[src/design/ppu_defs.svh]
`ifndef PPU_DEFS_SVH
`define PPU_DEFS_SVH

// ------------------------------
// Display format
`define PPU_SCREEN_W        160   // Visible pixels per line
`define PPU_SCREEN_H        144   // Visible lines
`define PPU_DOTS_PER_LINE   456
`define PPU_LINES_PER_FRAME 154
`define PPU_OAM_DOTS        80    // Mode 2 length in dots

// ------------------------------
// Pixel output side
`define PPU_PIX_CREDITS     4     // Credits held after reset
`define PPU_FIFO_DEPTH      8

// ------------------------------
// CPU register window at FF40
`define PPU_REG_BASE        16'hFF40
`define PPU_REG_LCDC        4'h0
`define PPU_REG_STAT        4'h1
`define PPU_REG_SCY         4'h2
`define PPU_REG_SCX         4'h3
`define PPU_REG_LY          4'h4
`define PPU_REG_LYC         4'h5
`define PPU_REG_DMA         4'h6
`define PPU_REG_BGP         4'h7
`define PPU_REG_OBP0        4'h8
`define PPU_REG_OBP1        4'h9
`define PPU_REG_WY          4'hA
`define PPU_REG_WX          4'hB

`endif

[src/design/ppu_pkg.sv]
package ppu_pkg;

  typedef logic [7:0]  u8_t;         // Register byte
  typedef logic [15:0] u16_t;        // CPU or VRAM address
  typedef logic [12:0] vram_addr_t;  // Byte offset from 8000
  typedef logic [7:0]  ly_t;
  typedef logic [7:0]  px_t;
  typedef logic [1:0]  shade_t;      // Gray level after palette
  typedef logic [1:0]  color_t;      // Raw color index from tile data

  // Same encoding as the STAT mode bits
  typedef enum logic [1:0] {
    HBLANK = 2'd0,
    VBLANK = 2'd1,
    OAM    = 2'd2,
    DRAW   = 2'd3
  } ppu_mode_t;

  typedef enum logic [2:0] {
    IDLE,
    MAP,
    LO,
    HI,
    PUSH
  } fetch_state_t;

  typedef struct packed {
    u16_t addr;
    u8_t  wdata;
    logic wr;
    logic rd;
  } cpu_bus_t;

  // Register values needed by timing and fetcher
  typedef struct packed {
    u8_t lcdc;
    u8_t scy;
    u8_t scx;
    u8_t lyc;
    u8_t bgp;
  } ppu_ctrl_t;

  typedef struct packed {
    ppu_mode_t mode;
    ly_t       ly;
    logic      lyc_match;
  } ppu_status_t;

  typedef struct packed {
    px_t    x;
    ly_t    y;
    shade_t shade;
  } pixel_t;

endpackage

[src/design/ppu_bg_fetch.sv]
`include "ppu_defs.svh"

module ppu_bg_fetch (
  input  logic                clk,
  input  logic                rst,
  input  ppu_pkg::ppu_ctrl_t  ctrl,
  input  logic                draw_start,
  input  ppu_pkg::ly_t        ly,
  output ppu_pkg::vram_addr_t vram_addr,
  output logic                vram_rd,
  input  ppu_pkg::u8_t        vram_data,
  input  logic                fifo_full,
  output logic                fifo_push,
  output ppu_pkg::pixel_t     pix,
  output logic                line_done
);

  ppu_pkg::fetch_state_t state;
  ppu_pkg::ly_t          line_y;     // Screen line being drawn
  ppu_pkg::u8_t          bg_y;       // LY + SCY
  logic [4:0]            tile_col;   // Map column, wraps at 32
  ppu_pkg::u8_t          tile_idx;
  ppu_pkg::u8_t          data_tile;  // Tile number for the data reads
  ppu_pkg::u8_t          data_lo;
  logic [7:0]            sh_lo;
  logic [7:0]            sh_hi;
  logic                  load;       // High byte arrives this cycle
  logic [2:0]            discard;
  logic [2:0]            bit_cnt;
  ppu_pkg::px_t          out_x;
  ppu_pkg::color_t       color;
  logic                  shift;
  logic                  last_px;

  // ------------------------------
  // VRAM addressing
  assign data_tile = (state == ppu_pkg::LO) ? vram_data : tile_idx;  // Map byte lands in LO

  always_comb begin
    vram_rd   = 1'b0;
    vram_addr = '0;
    case (state)
      ppu_pkg::MAP: begin
        vram_rd   = 1'b1;
        vram_addr = {2'b11, ctrl.lcdc[3], bg_y[7:3], tile_col};  // 9800 or 9C00
      end
      ppu_pkg::LO, ppu_pkg::HI: begin
        vram_rd   = 1'b1;
        // Signed mode puts tiles 0 to 127 at 9000
        vram_addr = {~ctrl.lcdc[4] & ~data_tile[7], data_tile, bg_y[2:0],
                     state == ppu_pkg::HI};
      end
      default: ;
    endcase
  end

  // ------------------------------
  // Pixel shifter
  assign color     = ctrl.lcdc[0] ? {sh_hi[7], sh_lo[7]} : 2'b00;
  assign shift     = (state == ppu_pkg::PUSH) && !load && ((discard != 3'd0) || !fifo_full);
  assign fifo_push = (state == ppu_pkg::PUSH) && !load && (discard == 3'd0) && !fifo_full;
  assign last_px   = out_x == 8'(`PPU_SCREEN_W - 1);
  assign pix       = '{x: out_x, y: line_y, shade: ctrl.bgp[{color, 1'b0} +: 2]};

  always_ff @(posedge clk) begin
    if (rst) begin
      state     <= ppu_pkg::IDLE;
      load      <= 1'b0;
      line_done <= 1'b0;
    end else begin
      load      <= state == ppu_pkg::HI;
      line_done <= 1'b0;
      if (!ctrl.lcdc[7]) begin
        state <= ppu_pkg::IDLE;
      end else begin
        case (state)
          ppu_pkg::IDLE: if (draw_start) state <= ppu_pkg::MAP;
          ppu_pkg::MAP:  state <= ppu_pkg::LO;
          ppu_pkg::LO:   state <= ppu_pkg::HI;
          ppu_pkg::HI:   state <= ppu_pkg::PUSH;
          ppu_pkg::PUSH: begin
            if (fifo_push && last_px) begin
              state     <= ppu_pkg::IDLE;
              line_done <= 1'b1;   // After the 160th push
            end else if (shift && bit_cnt == 3'd7) begin
              state <= ppu_pkg::MAP;
            end
          end
          default: state <= ppu_pkg::IDLE;
        endcase
      end
    end
  end

  always_ff @(posedge clk) begin
    if (draw_start) begin
      line_y   <= ly;
      bg_y     <= ly + ctrl.scy;
      tile_col <= ctrl.scx[7:3];
      discard  <= ctrl.scx[2:0];   // Fine scroll
      out_x    <= '0;
    end
    if (state == ppu_pkg::LO) tile_idx <= vram_data;
    if (state == ppu_pkg::HI) data_lo <= vram_data;
    if (load) begin
      sh_lo   <= data_lo;
      sh_hi   <= vram_data;
      bit_cnt <= '0;
    end else if (shift) begin
      sh_lo   <= sh_lo << 1;
      sh_hi   <= sh_hi << 1;
      bit_cnt <= bit_cnt + 3'd1;
      if (discard != 3'd0) discard <= discard - 3'd1;
      if (fifo_push) out_x <= out_x + 8'd1;
      if (bit_cnt == 3'd7) tile_col <= tile_col + 5'd1;
    end
  end

  // A new line starts only once the previous one has finished
  a_start_idle: assert property (@(posedge clk) disable iff (rst)
    draw_start |-> state == ppu_pkg::IDLE);

endmodule

[src/design/ppu_pix_out.sv]
`include "ppu_defs.svh"

module ppu_pix_out (
  input  logic            clk,
  input  logic            rst,
  input  logic            fifo_push,
  input  ppu_pkg::pixel_t pix_in,
  output logic            fifo_full,
  output logic            pix_valid,
  output ppu_pkg::pixel_t pix,
  input  logic            pix_credit
);

  localparam int PTR_W = $clog2(`PPU_FIFO_DEPTH);
  localparam int CRD_W = $clog2(`PPU_PIX_CREDITS + 1);

  ppu_pkg::pixel_t  mem [`PPU_FIFO_DEPTH];
  logic [PTR_W-1:0] wr_ptr;
  logic [PTR_W-1:0] rd_ptr;
  logic [PTR_W:0]   count;
  logic [CRD_W-1:0] credits;   // Free slots on the sink side
  logic             pop;

  // ------------------------------
  // FIFO status and output
  assign fifo_full = count == (PTR_W + 1)'(`PPU_FIFO_DEPTH);
  assign pop       = (count != '0) && (credits != '0);
  assign pix_valid = pop;           // One cycle after the push into an empty FIFO
  assign pix       = mem[rd_ptr];

  always_ff @(posedge clk) begin
    if (fifo_push) begin
      mem[wr_ptr] <= pix_in;
    end
  end

  always_ff @(posedge clk) begin
    if (rst) begin
      wr_ptr  <= '0;
      rd_ptr  <= '0;
      count   <= '0;
      credits <= CRD_W'(`PPU_PIX_CREDITS);
    end else begin
      if (fifo_push) wr_ptr <= wr_ptr + 1'b1;
      if (pop) rd_ptr <= rd_ptr + 1'b1;

      case ({fifo_push, pop})
        2'b10:   count <= count + 1'b1;
        2'b01:   count <= count - 1'b1;
        default: ;
      endcase

      // Each pixel sent costs a credit, each pulse returns one
      case ({pop, pix_credit})
        2'b10:   credits <= credits - 1'b1;
        2'b01:   credits <= credits + 1'b1;
        default: ;
      endcase
    end
  end

  // Sink never returns more credits than it was given
  a_credit_bound: assert property (@(posedge clk) disable iff (rst)
    credits <= CRD_W'(`PPU_PIX_CREDITS));

endmodule

[src/design/ppu_regs.sv]
`include "ppu_defs.svh"

module ppu_regs (
  input  logic                 clk,
  input  logic                 rst,
  input  ppu_pkg::cpu_bus_t    bus,
  input  ppu_pkg::ppu_status_t status,
  output ppu_pkg::u8_t         rd_data,
  output ppu_pkg::ppu_ctrl_t   ctrl,
  output ppu_pkg::u8_t         stat_en
);

  ppu_pkg::u8_t  lcdc;
  ppu_pkg::u8_t  stat;   // Only bits 6:3 are kept
  ppu_pkg::u8_t  scy;
  ppu_pkg::u8_t  scx;
  ppu_pkg::u8_t  lyc;
  ppu_pkg::u8_t  dma;
  ppu_pkg::u8_t  bgp;
  ppu_pkg::u8_t  obp0;
  ppu_pkg::u8_t  obp1;
  ppu_pkg::u8_t  wy;
  ppu_pkg::u8_t  wx;

  ppu_pkg::u16_t rel;    // Address relative to FF40
  logic          hit;
  logic [3:0]    offset;
  ppu_pkg::u8_t  rd_mux;

  // Below FF40 the subtraction wraps to a large value
  assign rel    = bus.addr - `PPU_REG_BASE;
  assign hit    = rel <= 16'(`PPU_REG_WX);
  assign offset = rel[3:0];

  // ------------------------------
  // Register writes
  always_ff @(posedge clk) begin
    if (rst) begin
      lcdc <= 8'h91;
      stat <= 8'h00;
      scy  <= 8'h00;
      scx  <= 8'h00;
      lyc  <= 8'h00;
      dma  <= 8'h00;
      bgp  <= 8'hFC;
      obp0 <= 8'hFF;
      obp1 <= 8'hFF;
      wy   <= 8'h00;
      wx   <= 8'h00;
    end else if (bus.wr && hit) begin
      case (offset)
        `PPU_REG_LCDC: lcdc <= bus.wdata;
        `PPU_REG_STAT: stat <= {1'b0, bus.wdata[6:3], 3'b000};  // Interrupt enables only
        `PPU_REG_SCY:  scy  <= bus.wdata;
        `PPU_REG_SCX:  scx  <= bus.wdata;
        `PPU_REG_LYC:  lyc  <= bus.wdata;
        `PPU_REG_DMA:  dma  <= bus.wdata;
        `PPU_REG_BGP:  bgp  <= bus.wdata;
        `PPU_REG_OBP0: obp0 <= bus.wdata;
        `PPU_REG_OBP1: obp1 <= bus.wdata;
        `PPU_REG_WY:   wy   <= bus.wdata;
        `PPU_REG_WX:   wx   <= bus.wdata;
        default: ;                                             // LY is read-only
      endcase
    end
  end

  // ------------------------------
  // Read-back, live state merged into STAT and LY
  always_comb begin
    rd_mux = 8'hFF;
    if (hit) begin
      case (offset)
        `PPU_REG_LCDC: rd_mux = lcdc;
        `PPU_REG_STAT: rd_mux = {1'b1, stat[6:3], status.lyc_match, status.mode};
        `PPU_REG_SCY:  rd_mux = scy;
        `PPU_REG_SCX:  rd_mux = scx;
        `PPU_REG_LY:   rd_mux = status.ly;
        `PPU_REG_LYC:  rd_mux = lyc;
        `PPU_REG_DMA:  rd_mux = dma;
        `PPU_REG_BGP:  rd_mux = bgp;
        `PPU_REG_OBP0: rd_mux = obp0;
        `PPU_REG_OBP1: rd_mux = obp1;
        `PPU_REG_WY:   rd_mux = wy;
        `PPU_REG_WX:   rd_mux = wx;
        default:       rd_mux = 8'hFF;
      endcase
    end
  end

  always_ff @(posedge clk) begin
    if (bus.rd) begin
      rd_data <= rd_mux;
    end
  end

  assign ctrl    = '{lcdc: lcdc, scy: scy, scx: scx, lyc: lyc, bgp: bgp};
  assign stat_en = stat;

endmodule

[src/design/ppu_timing.sv]
`include "ppu_defs.svh"

module ppu_timing (
  input  logic                 clk,
  input  logic                 rst,
  input  ppu_pkg::ppu_ctrl_t   ctrl,
  input  ppu_pkg::u8_t         stat_en,
  input  logic                 line_done,
  output ppu_pkg::ppu_status_t status,
  output logic                 draw_start,
  output logic                 vblank_int,
  output logic                 stat_int
);

  ppu_pkg::ppu_mode_t mode;
  ppu_pkg::ly_t       ly;
  ppu_pkg::ly_t       ly_next;
  logic [8:0]         dot;
  logic               lcd_on;
  logic               lcd_on_q;    // Low for one cycle after re-enable
  logic               line_end;    // Last dot and free to wrap
  logic               enter_draw;
  logic               lyc_match;
  logic               stat_src;
  logic               stat_src_q;

  assign lcd_on     = ctrl.lcdc[7];
  assign line_end   = (dot == 9'(`PPU_DOTS_PER_LINE - 1)) && (mode != ppu_pkg::DRAW);
  assign ly_next    = (ly == 8'(`PPU_LINES_PER_FRAME - 1)) ? 8'd0 : ly + 8'd1;
  assign enter_draw = lcd_on && lcd_on_q && (mode == ppu_pkg::OAM) &&
                      (dot == 9'(`PPU_OAM_DOTS - 1));
  assign lyc_match  = ly == ctrl.lyc;

  // ------------------------------
  // Dot, line and mode
  always_ff @(posedge clk) begin
    if (rst) begin
      dot      <= '0;
      ly       <= '0;
      mode     <= ppu_pkg::OAM;
      lcd_on_q <= 1'b1;
    end else if (!lcd_on) begin
      dot      <= '0;
      ly       <= '0;
      mode     <= ppu_pkg::HBLANK;
      lcd_on_q <= 1'b0;
    end else if (!lcd_on_q) begin
      mode     <= ppu_pkg::OAM;  // Line 0 starts over at dot 0
      lcd_on_q <= 1'b1;
    end else if (line_end) begin
      dot  <= '0;
      ly   <= ly_next;
      mode <= (ly_next >= 8'(`PPU_SCREEN_H)) ? ppu_pkg::VBLANK : ppu_pkg::OAM;
    end else begin
      // Holds at the last dot while a stalled DRAW finishes
      if (dot != 9'(`PPU_DOTS_PER_LINE - 1)) begin
        dot <= dot + 9'd1;
      end
      case (mode)
        ppu_pkg::OAM:  if (enter_draw) mode <= ppu_pkg::DRAW;
        ppu_pkg::DRAW: if (line_done) mode <= ppu_pkg::HBLANK;
        default: ;
      endcase
    end
  end

  // ------------------------------
  // Interrupt pulses
  always_comb begin
    stat_src = (lyc_match && stat_en[6]) ||
               ((mode == ppu_pkg::OAM) && stat_en[5]) ||
               ((mode == ppu_pkg::VBLANK) && stat_en[4]) ||
               ((mode == ppu_pkg::HBLANK) && stat_en[3]);
  end

  always_ff @(posedge clk) begin
    if (rst) begin
      stat_src_q <= 1'b0;
      stat_int   <= 1'b0;
      vblank_int <= 1'b0;
      draw_start <= 1'b0;
    end else begin
      stat_src_q <= lcd_on && stat_src;
      stat_int   <= lcd_on && stat_src && !stat_src_q;  // Rising edge only
      vblank_int <= lcd_on && lcd_on_q && line_end && (ly == 8'(`PPU_SCREEN_H - 1));
      draw_start <= enter_draw;                          // First DRAW cycle
    end
  end

  assign status = '{mode: mode, ly: ly, lyc_match: lyc_match};

  // A line leaves DRAW only through HBLANK
  a_draw_exit: assert property (@(posedge clk) disable iff (rst)
    mode == ppu_pkg::DRAW |=> mode inside {ppu_pkg::DRAW, ppu_pkg::HBLANK});

endmodule

[src/design/ppu_top.sv]
module ppu_top (
  input  logic                clk,
  input  logic                rst,
  input  ppu_pkg::cpu_bus_t   bus,
  output ppu_pkg::u8_t        rd_data,
  output ppu_pkg::vram_addr_t vram_addr,
  output logic                vram_rd,
  input  ppu_pkg::u8_t        vram_data,
  output logic                pix_valid,
  output ppu_pkg::pixel_t     pix,
  input  logic                pix_credit,
  output logic                vblank_int,
  output logic                stat_int
);

  ppu_pkg::ppu_ctrl_t   ctrl;
  ppu_pkg::ppu_status_t status;
  ppu_pkg::u8_t         stat_en;     // Stored STAT byte
  ppu_pkg::pixel_t      bg_pix;
  logic                 draw_start;
  logic                 line_done;
  logic                 fifo_push;
  logic                 fifo_full;

  // ------------------------------
  // Input side
  ppu_regs u_regs (
    .clk     (clk),
    .rst     (rst),
    .bus     (bus),
    .status  (status),
    .rd_data (rd_data),
    .ctrl    (ctrl),
    .stat_en (stat_en)
  );

  // ------------------------------
  // Line timing and background
  ppu_timing u_timing (
    .clk        (clk),
    .rst        (rst),
    .ctrl       (ctrl),
    .stat_en    (stat_en),
    .line_done  (line_done),
    .status     (status),
    .draw_start (draw_start),
    .vblank_int (vblank_int),
    .stat_int   (stat_int)
  );

  ppu_bg_fetch u_fetch (
    .clk        (clk),
    .rst        (rst),
    .ctrl       (ctrl),
    .draw_start (draw_start),
    .ly         (status.ly),
    .vram_addr  (vram_addr),
    .vram_rd    (vram_rd),
    .vram_data  (vram_data),
    .fifo_full  (fifo_full),
    .fifo_push  (fifo_push),
    .pix        (bg_pix),
    .line_done  (line_done)
  );

  // ------------------------------
  // Output side
  ppu_pix_out u_out (
    .clk        (clk),
    .rst        (rst),
    .fifo_push  (fifo_push),
    .pix_in     (bg_pix),
    .fifo_full  (fifo_full),
    .pix_valid  (pix_valid),
    .pix        (pix),
    .pix_credit (pix_credit)
  );

endmodule

[config.mk]
export PLATFORM = sky130hd
export DESIGN_NAME = ppu_top
export DESIGN_NICKNAME = d
export VERILOG_FILES = /design/src/design/ppu_pkg.sv /design/src/design/ppu_bg_fetch.sv /design/src/design/ppu_pix_out.sv /design/src/design/ppu_regs.sv /design/src/design/ppu_timing.sv /design/src/design/ppu_top.sv
export VERILOG_INCLUDE_DIRS = /design/src /design/src/design
export SDC_FILE = /design/constraint.sdc
export NUM_CORES = 1
export LEC_CHECK = 0
export BUFFER_PORTS_ARGS = -buffer_cell sky130_fd_sc_hd__buf_2
export CAP_MARGIN = 5
export CORE_MARGIN = 5
export CORE_UTILIZATION = 55
export CTS_CLUSTER_SIZE = 8
export DETAILED_ROUTE_END_ITERATION = 12
export HOLD_SLACK_MARGIN = 0.12
export PLACE_DENSITY = 0.84
export SYNTH_ARGS = -nofsm -noshare
export SYNTH_HDL_FRONTEND = slang
export SYNTH_SLANG_ARGS = --single-unit
[constraint.sdc]
create_clock -name clk -period 4.15 [get_ports clk]
set_input_delay 0.83 -clock clk [delete_from_list [all_inputs] [get_ports clk]]
set_output_delay 0.83 -clock clk [all_outputs]
set_load 0.05 [all_outputs]
# == After elaboration in Yosys (flattened, before gate mapping) ==
# Memory sizes are Yosys's and may differ from the RTL's. A register that Yosys moved wholly into a read port is not among the register bits.
# Cells that the tools add are included.
# classes
add_sub_neg,14
order_cmp,2
eq_ne,39
shifts,1
n_mux,43
n_bitwise,6
n_reduce_logical,60
# op_table
cell,n
8-bit one-hot mux with 12 select lines,1
8-bit two-way mux,10
2-bit AND reduction,14
3-bit two-way mux,9
13-bit one-hot mux with 2 select lines,1
"8-bit == test, second input constant",3
"4-bit == test, second input constant",5
1-bit logical AND,20
5-bit two-way mux,4
9-bit two-way mux,2
"8-bit by 1-bit adder with 8-bit output, second input constant",2
"4-bit by 3-bit == test with 1-bit output, second input constant",4
"16-bit by 4-bit less-or-equal comparator with 1-bit output, second input constant",1
"16-bit subtractor, second input constant",1
3-bit one-hot mux with 5 select lines,1
2-bit two-way mux,7
"3-bit by 1-bit adder with 3-bit output, second input constant",4
"5-bit != test, second input constant",2
"9-bit by 1-bit adder with 9-bit output, second input constant",1
"9-bit by 7-bit == test with 1-bit output, second input constant",1
"9-bit == test, second input constant",1
"9-bit != test, second input constant",1
3-bit nonzero test,3
3-bit OR reduction,3
other kinds (34),64
# totals
register_bits,201
mem_bits_rw,144
in_bits,37
out_inout_bits,43
elab_cells,204
mem_count,1
# mem_list
memory,words,word_bits,read_ports,rd_ports_with_merged_regs,write_ports,line_no,rtl
u_out.mem,8,18,1,1,1,ppu_pix_out.sv:17,ppu_pkg::pixel_t mem [`PPU_FIFO_DEPTH];

# == Logic depth before layout (Yosys ltp) ==
# Gate-level depths: netlist of run 1.
# logic_depth
word_depth,8
ltp_mapped,13
depth_no_buf,12

# == Modules after synthesis ==
# Synthesis of run 1 repeated with hierarchy kept, for this count alone.
# unflattened
cells_unflattened,1203
area_unflattened_um2,15989.1
# by_module_without_submodules
mod,n_inst,cells_each,area_per_inst_um2,seq_area_each_um2
ppu_pix_out,1,296,6336.1,4644.5
ppu_regs,1,451,4832.1,1921.8
ppu_bg_fetch,1,290,3403.3,1841.8
ppu_timing,1,166,1417.6,480.5

# == Least setup slack after synthesis of run 1 ==
# Ideal clock, no wire load.
# synth_path
path_type,reg-to-reg
startpoint,register u_fetch.state[0]
endpoint,memory u_out.mem[4][0] (netlist name) (enable)
setup_time_ns,0.446
arrival_time_ns,3.626
required_ns,3.704
slack_ns,0.078
path_stages_with_launch,7
n_path_buf,2
period_less_slack_ns,4.072
path_cell_list,dfxtp_1 -> clkbuf_1 -> or4b_1 -> nor3_1 -> inv_2 -> clkbuf_1 -> nor4b_1
# synth_via
elab_chain_cells,6
# synth_rtl
element,line_no,rtl
from (decl),ppu_bg_fetch.sv:18,ppu_pkg::fetch_state_t state;
from (signal assigned),ppu_bg_fetch.sv:67,state <= ppu_pkg::IDLE;
from (signal assigned),ppu_bg_fetch.sv:74,state <= ppu_pkg::IDLE;
from (signal assigned),ppu_bg_fetch.sv:77,ppu_pkg::IDLE: if (draw_start) state <= ppu_pkg::MAP;
3-bit == test,ppu_bg_fetch.sv:61,assign fifo_push = (state == ppu_pkg::PUSH) && !load && (discard == 3'd0) && !fifo_full;
1-bit logical AND (3 in series),ppu_bg_fetch.sv:61,
1-bit two-way mux,ppu_pix_out.sv:32,if (fifo_push) begin
1-bit two-way mux (implied by the code),ppu_pix_out.sv:33,mem[wr_ptr] <= pix_in;
to (decl),ppu_pix_out.sv:17,
# No other way between the ends.

==> results of run 1 <==
sequential cells by signal, summed over array words and instances, names as in the netlist, 4 cells and up, named ones only:
signal / cells
u_regs.wy: 8
u_regs.bgp: 8
u_fetch.data_lo: 8
u_regs.rd_data: 8
u_fetch.bg_y: 8
u_regs.scx: 8
u_fetch.tile_idx: 8
u_regs.lyc: 8
u_fetch.line_y: 8
u_regs.obp1: 8
u_timing.ly: 8
u_fetch.tile_col: 5
u_regs.stat_en: 4
u_timing.dot: 9
u_out.mem: 144
u_regs.wx: 8
u_fetch.out_x: 8
u_fetch.sh_hi: 8
u_out.count: 4
u_regs.obp0: 8
u_regs.scy: 8
u_regs.lcdc: 8
u_fetch.sh_lo: 8
u_regs.dma: 8
Yosys cell counts, types with 4 or more instances:
cell type	number	share of area [%]
a211o_1	9	0.52
a21oi_1	37	1.2
a221oi_1	6	0.35
a22o_1	8	0.46
a22oi_1	14	0.70
a31oi_1	7	0.29
a32oi_1	4	0.23
and2_1	5	0.21
and3_1	4	0.17
and4_1	4	0.23
buf_1	4	0.099
buf_2	8	0.26
clkbuf_1	67	1.7
dfxtp_1	156	21
edfxtp_1	192	38
ha_1	22	1.8
inv_1	28	0.70
mux2_2	48	3.6
mux2i_1	91	6.0
mux4_2	43	6.4
nand2_1	48	1.2
nand2b_1	6	0.25
nand3_1	17	0.56
nand3b_1	5	0.25
nand4_1	10	0.41
nor2_1	165	4.1
nor2b_1	20	0.83
nor3_1	19	0.63
nor3b_1	7	0.35
nor4_1	7	0.29
nor4b_1	5	0.29
o21ai_0	25	0.83
o21ai_1	7	0.23
o22ai_1	6	0.25
or3_1	7	0.29
xnor2_1	22	1.3
xor2_1	10	0.58
critical path, stage by stage (launching register included):
cell     delay [ns]
dfxtp_2        0.60
buf_4          0.38
mux4_2         0.57
mux2_2         0.30
buf_2          0.21
metrics by stage:
step	cell area [sq um]	std cells	util [%]
detailed placement	15900	1567	58.8
CTS	17300	1650	63.9
global route	17300	1651	64.0
finish	17300	1651	64.0
global placement	15900	1567	58.8
floorplan	15100	1199	-
path summary, 6_finish.rpt:
kind / start / to / cells past startpoint
worst max register to register: u_fetch.load / u_out.count[3] / 11
worst min-delay path: u_timing.stat_src_q / u_timing.stat_int / 1
worst max-delay path: flop / pix[15] / 4
worst min register to register: u_timing.stat_src_q / u_timing.stat_int / 1
layout make-up:
type	instances	area, sq um
flip-flops and latches	348	8890
well taps	341	427
repair buffers	106	601
clock buffers	81	1360
diodes	1	2.50
inverters	29	109
fillers	2005	9740
clock inverters	2	46.3
multi-input cells	743	5850
cell families after synthesis:
logic type | count (synthesis)
AO/OA/AOI/OAI | 157
AND/OR/NAND/NOR | 347
adder cells (fa/ha/maj) | 25
buffers and inverters | 108
multiplexers | 182
flip-flops | 348
XOR/XNOR | 32
metal layers:
layer	up-vias	track usage [%]	wire, um	part of all wire, %
li1	4633	-	-	-
met1	5014	29.9	14300	40
met2	399	40.6	18200	51
met3	96	3.19	1960	5.4
met4	0	8.67	1500	4.2
met5	-	0	0	0
power by group:
| group | switching, W | internal (W) | leakage (nW) | total (W) |
|---|---|---|---|---|
| combinational | 0.000749 | 0.000525 | 2.65 | 0.00127 |
| sequential | 0.0000733 | 0.00367 | 2.97 | 0.00374 |
| clock | 0.00139 | 0.00221 | 0.666 | 0.00359 |
| total | 0.00221 | 0.00640 | 6.29 | 0.00861 |
==> metrics.cfg, run 1 <==
[status]
status=completed

[clock_tree]
cts_hold_buffers=0
cts_tree=built
numCtsBuffers=49
clock-root-buffer=clkbuf_16
cts_buffer_depth=3
post-cts-setup-buffer-count=0
clk_latency_ns=0.54
clk_pin_slew_ns=0.05
cts-resized-gates=0
clock_sinks=348
h-tree-depth=2

[setup_path]
crit_required_ns=3.32
r2r_setup_slack_ns=0.92
cp-start-kind=flop
crit_type=reg -> out
cp.arrival_ns=2.62
cp_max_fo=14
crit_path_end_kind=primary output

[detailed_routing]
wl_per_cell_um=21.8
firstDrtPassIters=5
viasPerCell=6.14
drc=0
drt_iter0_drc=886
dr_total_vias=10100
ant_nets=0
routed_wl_um=36000

[timing]
hold_violations=0
fin_worst_skew_ns=0.0134
fin_crit_sh_pct=83.1
worstMarginPinSlew_ns=1.14
setup_ws_ns=0.700
slew_headroom_pct=22.8
hold_ws_ns=0.409
tns_ns=0
setup-violations-final=0
fmax_ghz=0.290
maxSlewViolCount=0
fin_crit_ns=3.45
rsz0062_at_grt=false

[floorplan]
fp.dieArea_sq_mm=0.0309
core_sq_mm=0.0270
initial_core_util_pct=55.9
die_h_um=176
dieWidth_um=176
rows=60
pin_count=80

[logic_synthesis]
synth_compound_area_share_pct=7.05
synth_enable_flop_cells=192
synth_top_family_by_area=multiplexers
synth_area_per_cell_sq_um=12.6
synthCells=1199
synth_seq_area_share_pct=58.8
synth_cell_types=71
ys_ff_latch=348
ys.warnings.count=0
synth.net_count=1261
synth.area.mux_share_pct=16.0
synth_xor_area_share_pct=1.85
synthesis.area_sq_mm=0.0151
async_flop_share_pct=0
synth_simple_gate_area_share_pct=11.3
synthAdderAreaFrac_pct=2.22
synth-main-ff-cell=edfxtp_1

[power_and_ir_drop]
vdd_drop_max_uv=329
p_leak_nw=6.29
p_per_area_mw_per_mm2=498
power.total_w=0.00861

[placed_design]
dpl_worst_slack_ns=0.948
io_buffers=79
gp_congestion=0.963
place_hpwl_um=23500

[grt]
antenna_found_initial=1
grtUsageTotal_pct=23.3
overflow=0
grt_start_max_net_pins=104
grt_pass1_wl_um=57000
grt_pass1_vias=10200

[layout]
mostFrequentLayoutCell=edfxtp_1
synthToLayoutAreaGrowth_pct=14.4
drive_gt1_share_pct=20.5
final_net_count=1339
layout_common_cells=edfxtp_1 (192), nor2_1 (165), dfxtp_1 (155)

[flow_run]
drv_cap=0

[hold_path]
hp-class=reg -> reg

(Power assumes the default switching activity.)
==> run 2: changes to the inputs <==
==> constraint.sdc (replaced) <==
create_clock -name clk -period 2.9 [get_ports clk]
set_input_delay 0.58 -clock clk [delete_from_list [all_inputs] [get_ports clk]]
set_output_delay 0.58 -clock clk [all_outputs]
set_load 0.05 [all_outputs]
==> run 2 against run 1 <==
Net effect: clock skew is 0.0069 ns higher; combinational power rose by 44%; critical path depth grew 3; sequential share of layout area shrank 0.89 points; first-iteration DRC count is 10% higher; utilization up 1.1 points; highest routed layer unchanged.
==> metrics.cfg, run 2 (synthesis gave the netlist of run 1 again) <==
[clock_tree]
clock_sinks=348  ; unchanged
clock-root-buffer=clkbuf_16
numCtsBuffers=49  ; unchanged
cts_buffer_depth=3  ; unchanged
cts_hold_buffers=0  ; unchanged
cts_tree=built
post-cts-setup-buffer-count=0  ; unchanged
h-tree-depth=2  ; unchanged
clk_latency_ns=0.55  ; about the same
clk_pin_slew_ns=0.05  ; about the same

[setup_path]
cp_max_fo=19  ; +5
reg2reg_depth=10  ; -1
cp_cell_sequence=buf_4, nor3b_2, buf_6, mux2_2, a22oi_1, nor2_1, buf_2
crit_path_end_kind=primary output
crit_type=reg -> out
crit_required_ns=2.32  ; -1.00 ns
cp_top_family=buffers and inverters
worstReg2RegEnd=u_out.count[3]
cp.arrival_ns=2.30  ; -0.32 ns
slowest_delay_ns=0.35  ; -0.25 ns
regToRegStartpoint=u_fetch.state[1]
r2r_setup_slack_ns=0.30  ; -0.62 ns
cpMaxStageDelayCell=mux2_2
cp.depth=7  ; +3
cp-start-kind=flop
crit_buf_inv=3  ; +1

[timing]
fin_worst_skew_ns=0.0204  ; +0.00694 ns
setup-violations-final=0  ; unchanged
maxSlewViolCount=0  ; unchanged
worstMarginPinSlew_ns=0.817  ; -0.326 ns
fin_crit_ns=2.88
hold_violations=0  ; unchanged
slew_headroom_pct=44.8  ; +22 points
fin_crit_sh_pct=99.4
fmax_ghz=0.347
rsz0062_at_grt=true

[floorplan]
core_sq_mm=0.0270  ; unchanged
pin_count=80  ; unchanged
dieWidth_um=176  ; unchanged
rows=60  ; unchanged
die_h_um=176  ; unchanged
fp.dieArea_sq_mm=0.0309  ; unchanged
initial_core_util_pct=55.9  ; unchanged

[detailed_routing]
routed_wl_um=35400  ; -1.9%
drt_iter0_drc=976  ; +10%
wl_per_cell_um=21.1  ; -3.2%
dr_total_vias=10200  ; +0.48%
firstDrtPassIters=7  ; +2
viasPerCell=6.09  ; -0.84%
drc=0  ; unchanged
ant_nets=0  ; unchanged

[placed_design]
gp_congestion=0.984  ; +2.2%
place_hpwl_um=22800  ; -3.0%
place_area_sq_mm=0.0161  ; +1.6%
io_buffers=79  ; unchanged

[power_and_ir_drop]
p_per_area_mw_per_mm2=703  ; +41%
p_leak_nw=6.39  ; +1.5%
vdd_drop_max_uv=416  ; +27%
power.total_w=0.0124  ; +44%

[hold_path]
min-delay-start=vram_data[0]
worstHoldPathCells=1  ; unchanged
hp-class=in -> reg
holdPathEnd=u_fetch.data_lo[0]

[grt]
grt_pass1_vias=10200  ; -0.24%
grt_start_max_net_pins=70  ; -33%
grtUsageTotal_pct=23.0  ; -0.30 points
overflow=0  ; unchanged
grt_pass1_wl_um=56500  ; -0.98%
antenna_found_initial=0  ; -1

[status]
status=completed

[layout]
top_register=u_out.mem
synthToLayoutAreaGrowth_pct=16.4
largest_reg_flops=144  ; unchanged
antenna_cells=0  ; -1
top_regs=u_out.mem: 144 flops, u_timing.dot: 9 flops
final_net_count=1361  ; +1.6%
mostFrequentLayoutCell=edfxtp_1
final_cell_area_sq_mm=0.0176  ; +1.8%
drive_gt1_share_pct=22.5  ; +2.0 points
layout_common_cells=edfxtp_1 (192), nor2_1 (164), dfxtp_1 (154)

[flow_run]
drv_cap=0  ; unchanged

[run 2: changes by cell type in the layout (fill, tap and decap cells not counted), sizes merged]
| cell | previous run | this run |
|---|---|---|
| buf | 106 | 127 |
| clkbuf | 81 | 83 |
| diode | 1 | 0 |
[run 2: metal layers]
layer | up-vias | wire length (um) | GRT usage, %
met1 | 5003 | 14300 | 30.5
li1 | 4664 | - | -
met3 | 76 | 2250 | 3.25
met4 | 0 | 990 | 7.63
met5 | - | 0 | 0
met2 | 448 | 17800 | 39.4
[run 2: where the power goes]
part / switching (W) / internal, W / total, W / leakage [nW]
combinational: 0.00105 / 0.000779 / 0.00183 / 2.78
sequential: 0.0000699 / 0.00524 / 0.00531 / 2.94
clock: 0.00204 / 0.00319 / 0.00522 / 0.673
[run 2: final cells by class]
type                            count  area [sq um]
Tap cell                          341           427
Multi-Input combinational cell    743          5940
Timing Repair Buffer              128           806
Clock buffer                       82          1370
Sequential cell                   348          8890
Inverter                           29           109
Clock inverter                      2          46.3
Fill cell                        1900          9430
[run 2: how the worst max path moves through the flow]
stage,to,startpoint,slack (ns)
finish,vram_addr[9],u_fetch.state[2],0.02
global route,pix[0],flop,-0.04
CTS,vram_addr[7],u_fetch.state[1],0.004
detailed placement,u_regs.bgp[2],bus[17],0.05
global placement,u_regs.bgp[7],bus[17],0.09
floorplan,u_out.count[3],u_fetch.state[0],0.02
[run 2: through the flow]
stage / worst slack (ns) / utilization [%] / instances / setup TNS [ns] / hold slack [ns]
2_1_floorplan: 0.0244 / - / 1199 / 0 / 0.376
3_3_place_gp: 0.0918 / 59.7 / 1588 / 0 / 0.390
3_5_place_dp: 0.0516 / 59.7 / 1588 / 0 / 0.383
4_1_cts: 0.00410 / 65.0 / 1673 / 0 / 0.211
5_1_grt: -0.0381 / 65.1 / 1673 / -0.133 / 0.212
6_report: 0.0173 / 65.1 / 1673 / 0 / 0.230
[run 2: timing repair]
item | in CTS | in global routing
cloned | 1 | 0
resized for setup | 1 | 14
setup endpoints to repair | 8 | 14
[run 2: worst register-to-register path: cells and delay by family, from the launching register on]
family	cells	cell delay (ns)
buffers and inverters	1	0.06
DFF	1	0.33
AOI/OAI and AO/OA	3	0.48
xor gates and xnor gates	1	0.09
adders and majority gates	2	0.50
and+or+nand+nor	3	1.06
==> run 3: changes to the inputs <==
--- a/config.mk
+++ b/config.mk
@@ -9,11 +9,13 @@
 export BUFFER_PORTS_ARGS = -buffer_cell sky130_fd_sc_hd__buf_2
 export CAP_MARGIN = 5
 export CORE_MARGIN = 5
-export CORE_UTILIZATION = 55
+export CORE_UTILIZATION = 61
 export CTS_CLUSTER_SIZE = 8
 export DETAILED_ROUTE_END_ITERATION = 12
+export GPL_TIMING_DRIVEN = 0
 export HOLD_SLACK_MARGIN = 0.12
-export PLACE_DENSITY = 0.84
+export PLACE_DENSITY = 0.88
 export SYNTH_ARGS = -nofsm -noshare
 export SYNTH_HDL_FRONTEND = slang
 export SYNTH_SLANG_ARGS = --single-unit
+export TNS_END_PERCENT = 100
==> constraint.sdc (replaced) <==
create_clock -name clk -period 2.8 [get_ports clk]
set_input_delay 0.56 -clock clk [delete_from_list [all_inputs] [get_ports clk]]
set_output_delay 0.56 -clock clk [all_outputs]
set_load 0.05 [all_outputs]
==> run 3 against run 2 <==
Net effect: final area increased by 2.9%; sequential share of layout area decreased by 1.4 points; register-to-register slack got worse by 0.21 ns; clock-buffer cell count decreased by 2; combinational power increased by 23%; first-iteration DRC count increased by 26%; die area decreased by 9.3%; clock power increased by 6.5%; sequential power increased by 4.3%; worst hold slack got worse by 0.0042 ns; largest cell class unchanged.
==> metrics.cfg, run 3 (synthesis gave the netlist of run 1 again) <==
[status]
status=completed

[clock_tree]
cts_tree=built
clock-root-buffer=clkbuf_16
clock_sinks=348  ; unchanged
h-tree-depth=2  ; unchanged
cts_hold_buffers=0  ; unchanged
clk_latency_ns=0.55  ; about the same
clk_pin_slew_ns=0.05  ; about the same
cts_buffer_depth=3  ; unchanged
numCtsBuffers=49  ; unchanged

[layout]
largest_reg_flops=144  ; unchanged
final_cell_area_sq_mm=0.0181  ; +2.9%
final_net_count=1409  ; +3.5%
top_regs=u_out.mem: 144 flops, u_timing.dot: 9 flops
synthToLayoutAreaGrowth_pct=19.7
top_register=u_out.mem
drive_gt1_share_pct=22.1  ; -0.41 points
antenna_cells=0  ; unchanged
layout_common_cells=edfxtp_1 (192), nor2_1 (164), dfxtp_1 (151)
mostFrequentLayoutCell=edfxtp_1

[timing]
hold_ws_ns=0.225  ; -0.00425 ns
hold_violations=0  ; unchanged
maxSlewViolCount=0  ; unchanged
setup-violations-final=0  ; unchanged
rsz0062_at_grt=true
fin_worst_skew_ns=0.0138  ; -0.00654 ns
slew_headroom_pct=25.3  ; -20 points
worstMarginPinSlew_ns=1.11  ; +0.288 ns
fmax_ghz=0.360
fin_crit_ns=2.78
fin_crit_sh_pct=99.3

[detailed_routing]
viasPerCell=6.39  ; +4.8%
firstDrtPassIters=7  ; unchanged
drc=0  ; unchanged
drt_iter0_drc=1226  ; +26%
wl_per_cell_um=25.3  ; +20%
routed_wl_um=43000  ; +22%
ant_nets=0  ; unchanged
dr_total_vias=10900  ; +6.7%

[grt]
met1_usage_pct=35.3  ; +4.8 points
antenna_found_initial=0  ; unchanged
grt_start_max_net_pins=24  ; -66%
grt_pass1_vias=10800  ; +5.7%
grt-busiest-layer=met2
grt_pass1_wl_um=63300  ; +12%
use_met3_pct=5.09  ; +1.8 points
overflow=0  ; unchanged
grtUsageTotal_pct=29.1  ; +6.1 points
grtUsageMet2_pct=51.9  ; +13 points

[hold_path]
hp-class=in -> reg

[power_and_ir_drop]
p_seq_share_pct=41.5  ; -1.5 points
switching_share_pct=26.4  ; +0.84 points
vdd_drop_max_uv=514  ; +24%
p_per_area_mw_per_mm2=738  ; +5.0%
p_int_w=0.00983  ; +6.8%
p_leak_nw=6.53  ; +2.2%
power.total_w=0.0134  ; +8.0%
pwr-share-clk_pct=41.6  ; -0.6 points
p_switching_w=0.00352  ; +12%
p_comb_share_pct=16.9  ; +2.1 points

[placed_design]
gp_congestion=1.01  ; +3.1%
place_hpwl_um=25800  ; +13%
place_area_sq_mm=0.0161  ; -0.36%
io_buffers=67  ; -15%

[flow_run]
drv_cap=0  ; unchanged

[setup_path]
cp_max_fo=10  ; -9
cpMaxStageDelayCell=dfxtp_2
slowest_delay_ns=0.48  ; +0.13 ns
crit_path_end_kind=primary output
cp.arrival_ns=2.22  ; -0.08 ns
crit_type=reg -> out
cp-start-kind=flop
cp_top_family=multiplexers
cp_cell_sequence=clkbuf_4, mux4_2, mux2_4, buf_6
crit_buf_inv=2  ; -1
crit_required_ns=2.24  ; -0.08 ns

[floorplan]
pin_count=80  ; unchanged
dieWidth_um=167  ; -4.8%
core_sq_mm=0.0244  ; -9.7%
initial_core_util_pct=62.0  ; +6.0 points
fp.dieArea_sq_mm=0.0280  ; -9.3%
die_h_um=167  ; -4.8%
rows=57  ; -5.0%

run 3: cell types whose count changed in the layout (fill, tap and decap cells not counted), sizes merged:
cell / previous run / this run
bufinv: 0 / 1
clkbuf: 83 / 144
clkinv: 2 / 1
buf: 127 / 112
inv: 29 / 30
run 3: metal layers:
layer / up-vias / wire, um / share of wire [%]
li1: 4753 / - / -
met3: 136 / 3270 / 7.6
met1: 5370 / 15700 / 37
met5: - / 0 / 0
met4: 0 / 2020 / 4.7
met2: 615 / 22000 / 51
run 3: final timing paths:
path / end / cells after the start / slack [ns] / startpoint
max: pix[9] / 4 / 0.02 / flop
min: u_fetch.data_lo[0] / 1 / 0.23 / vram_data[0]
max reg2reg: u_out.count[3] / 10 / 0.09 / u_fetch.state[0]
min reg2reg: u_timing.stat_int / 1 / 0.40 / u_timing.stat_src_q
run 3: repair_timing:
action                                  4_1_cts  5_1_grt
hold endpoints to repair                      0        0
endpoints found under the setup margin      131      106
pin swaps                                     8       11
gates resized for setup                      51       58
buffers inserted                             21        6
cloned                                        0        2
run 3: power groups by stage:
stage	Sequential (W)	Combinational, W	Clock (W)
6_report	0.00554	0.00225	0.00556
5_1_grt	0.00555	0.00238	0.00584
4_1_cts	0.00553	0.00202	0.00556
3_5_place_dp	0.00559	0.00188	0
3_3_place_gp	0.00558	0.00182	0
2_1_floorplan	0.00558	0.00145	0
run 3: worst register-to-register path, cell delays in order (launching register included):
cell and delay, ns:
dfxtp_4 0.36, or4b_4 0.55, nor3_4 0.19, inv_2 0.12, ha_4 0.18, ha_1 0.27, a21o_1 0.17, a21oi_2 0.18
xnor2_2 0.10, or3_1 0.37, a21oi_2 0.14
run 3: per-stage QoR:
step                      setup TNS (ns)  cells  worst slack (ns)  utilization [%]
after floorplan                    -3.52   1199            -0.117                -
after global placement           -122.44   1590             -1.06             65.4
after detailed placement          -60.39   1596            -0.686             65.9
after CTS                       -0.00766   1696          -0.00766             73.1
after global routing              -0.291   1703           -0.0395             74.2
final                                  0   1703            0.0188             74.2
run 3: cell type report:
class | count | area, sq um
Clock inverter | 3 | 66.3
Tap cell | 324 | 405
Inverter | 29 | 109
Fill cell | 1497 | 6290
Timing Repair Buffer | 102 | 846
Multi-Input combinational cell | 743 | 6050
Sequential cell | 348 | 8900
Clock buffer | 80 | 1360
Buffer | 74 | 357
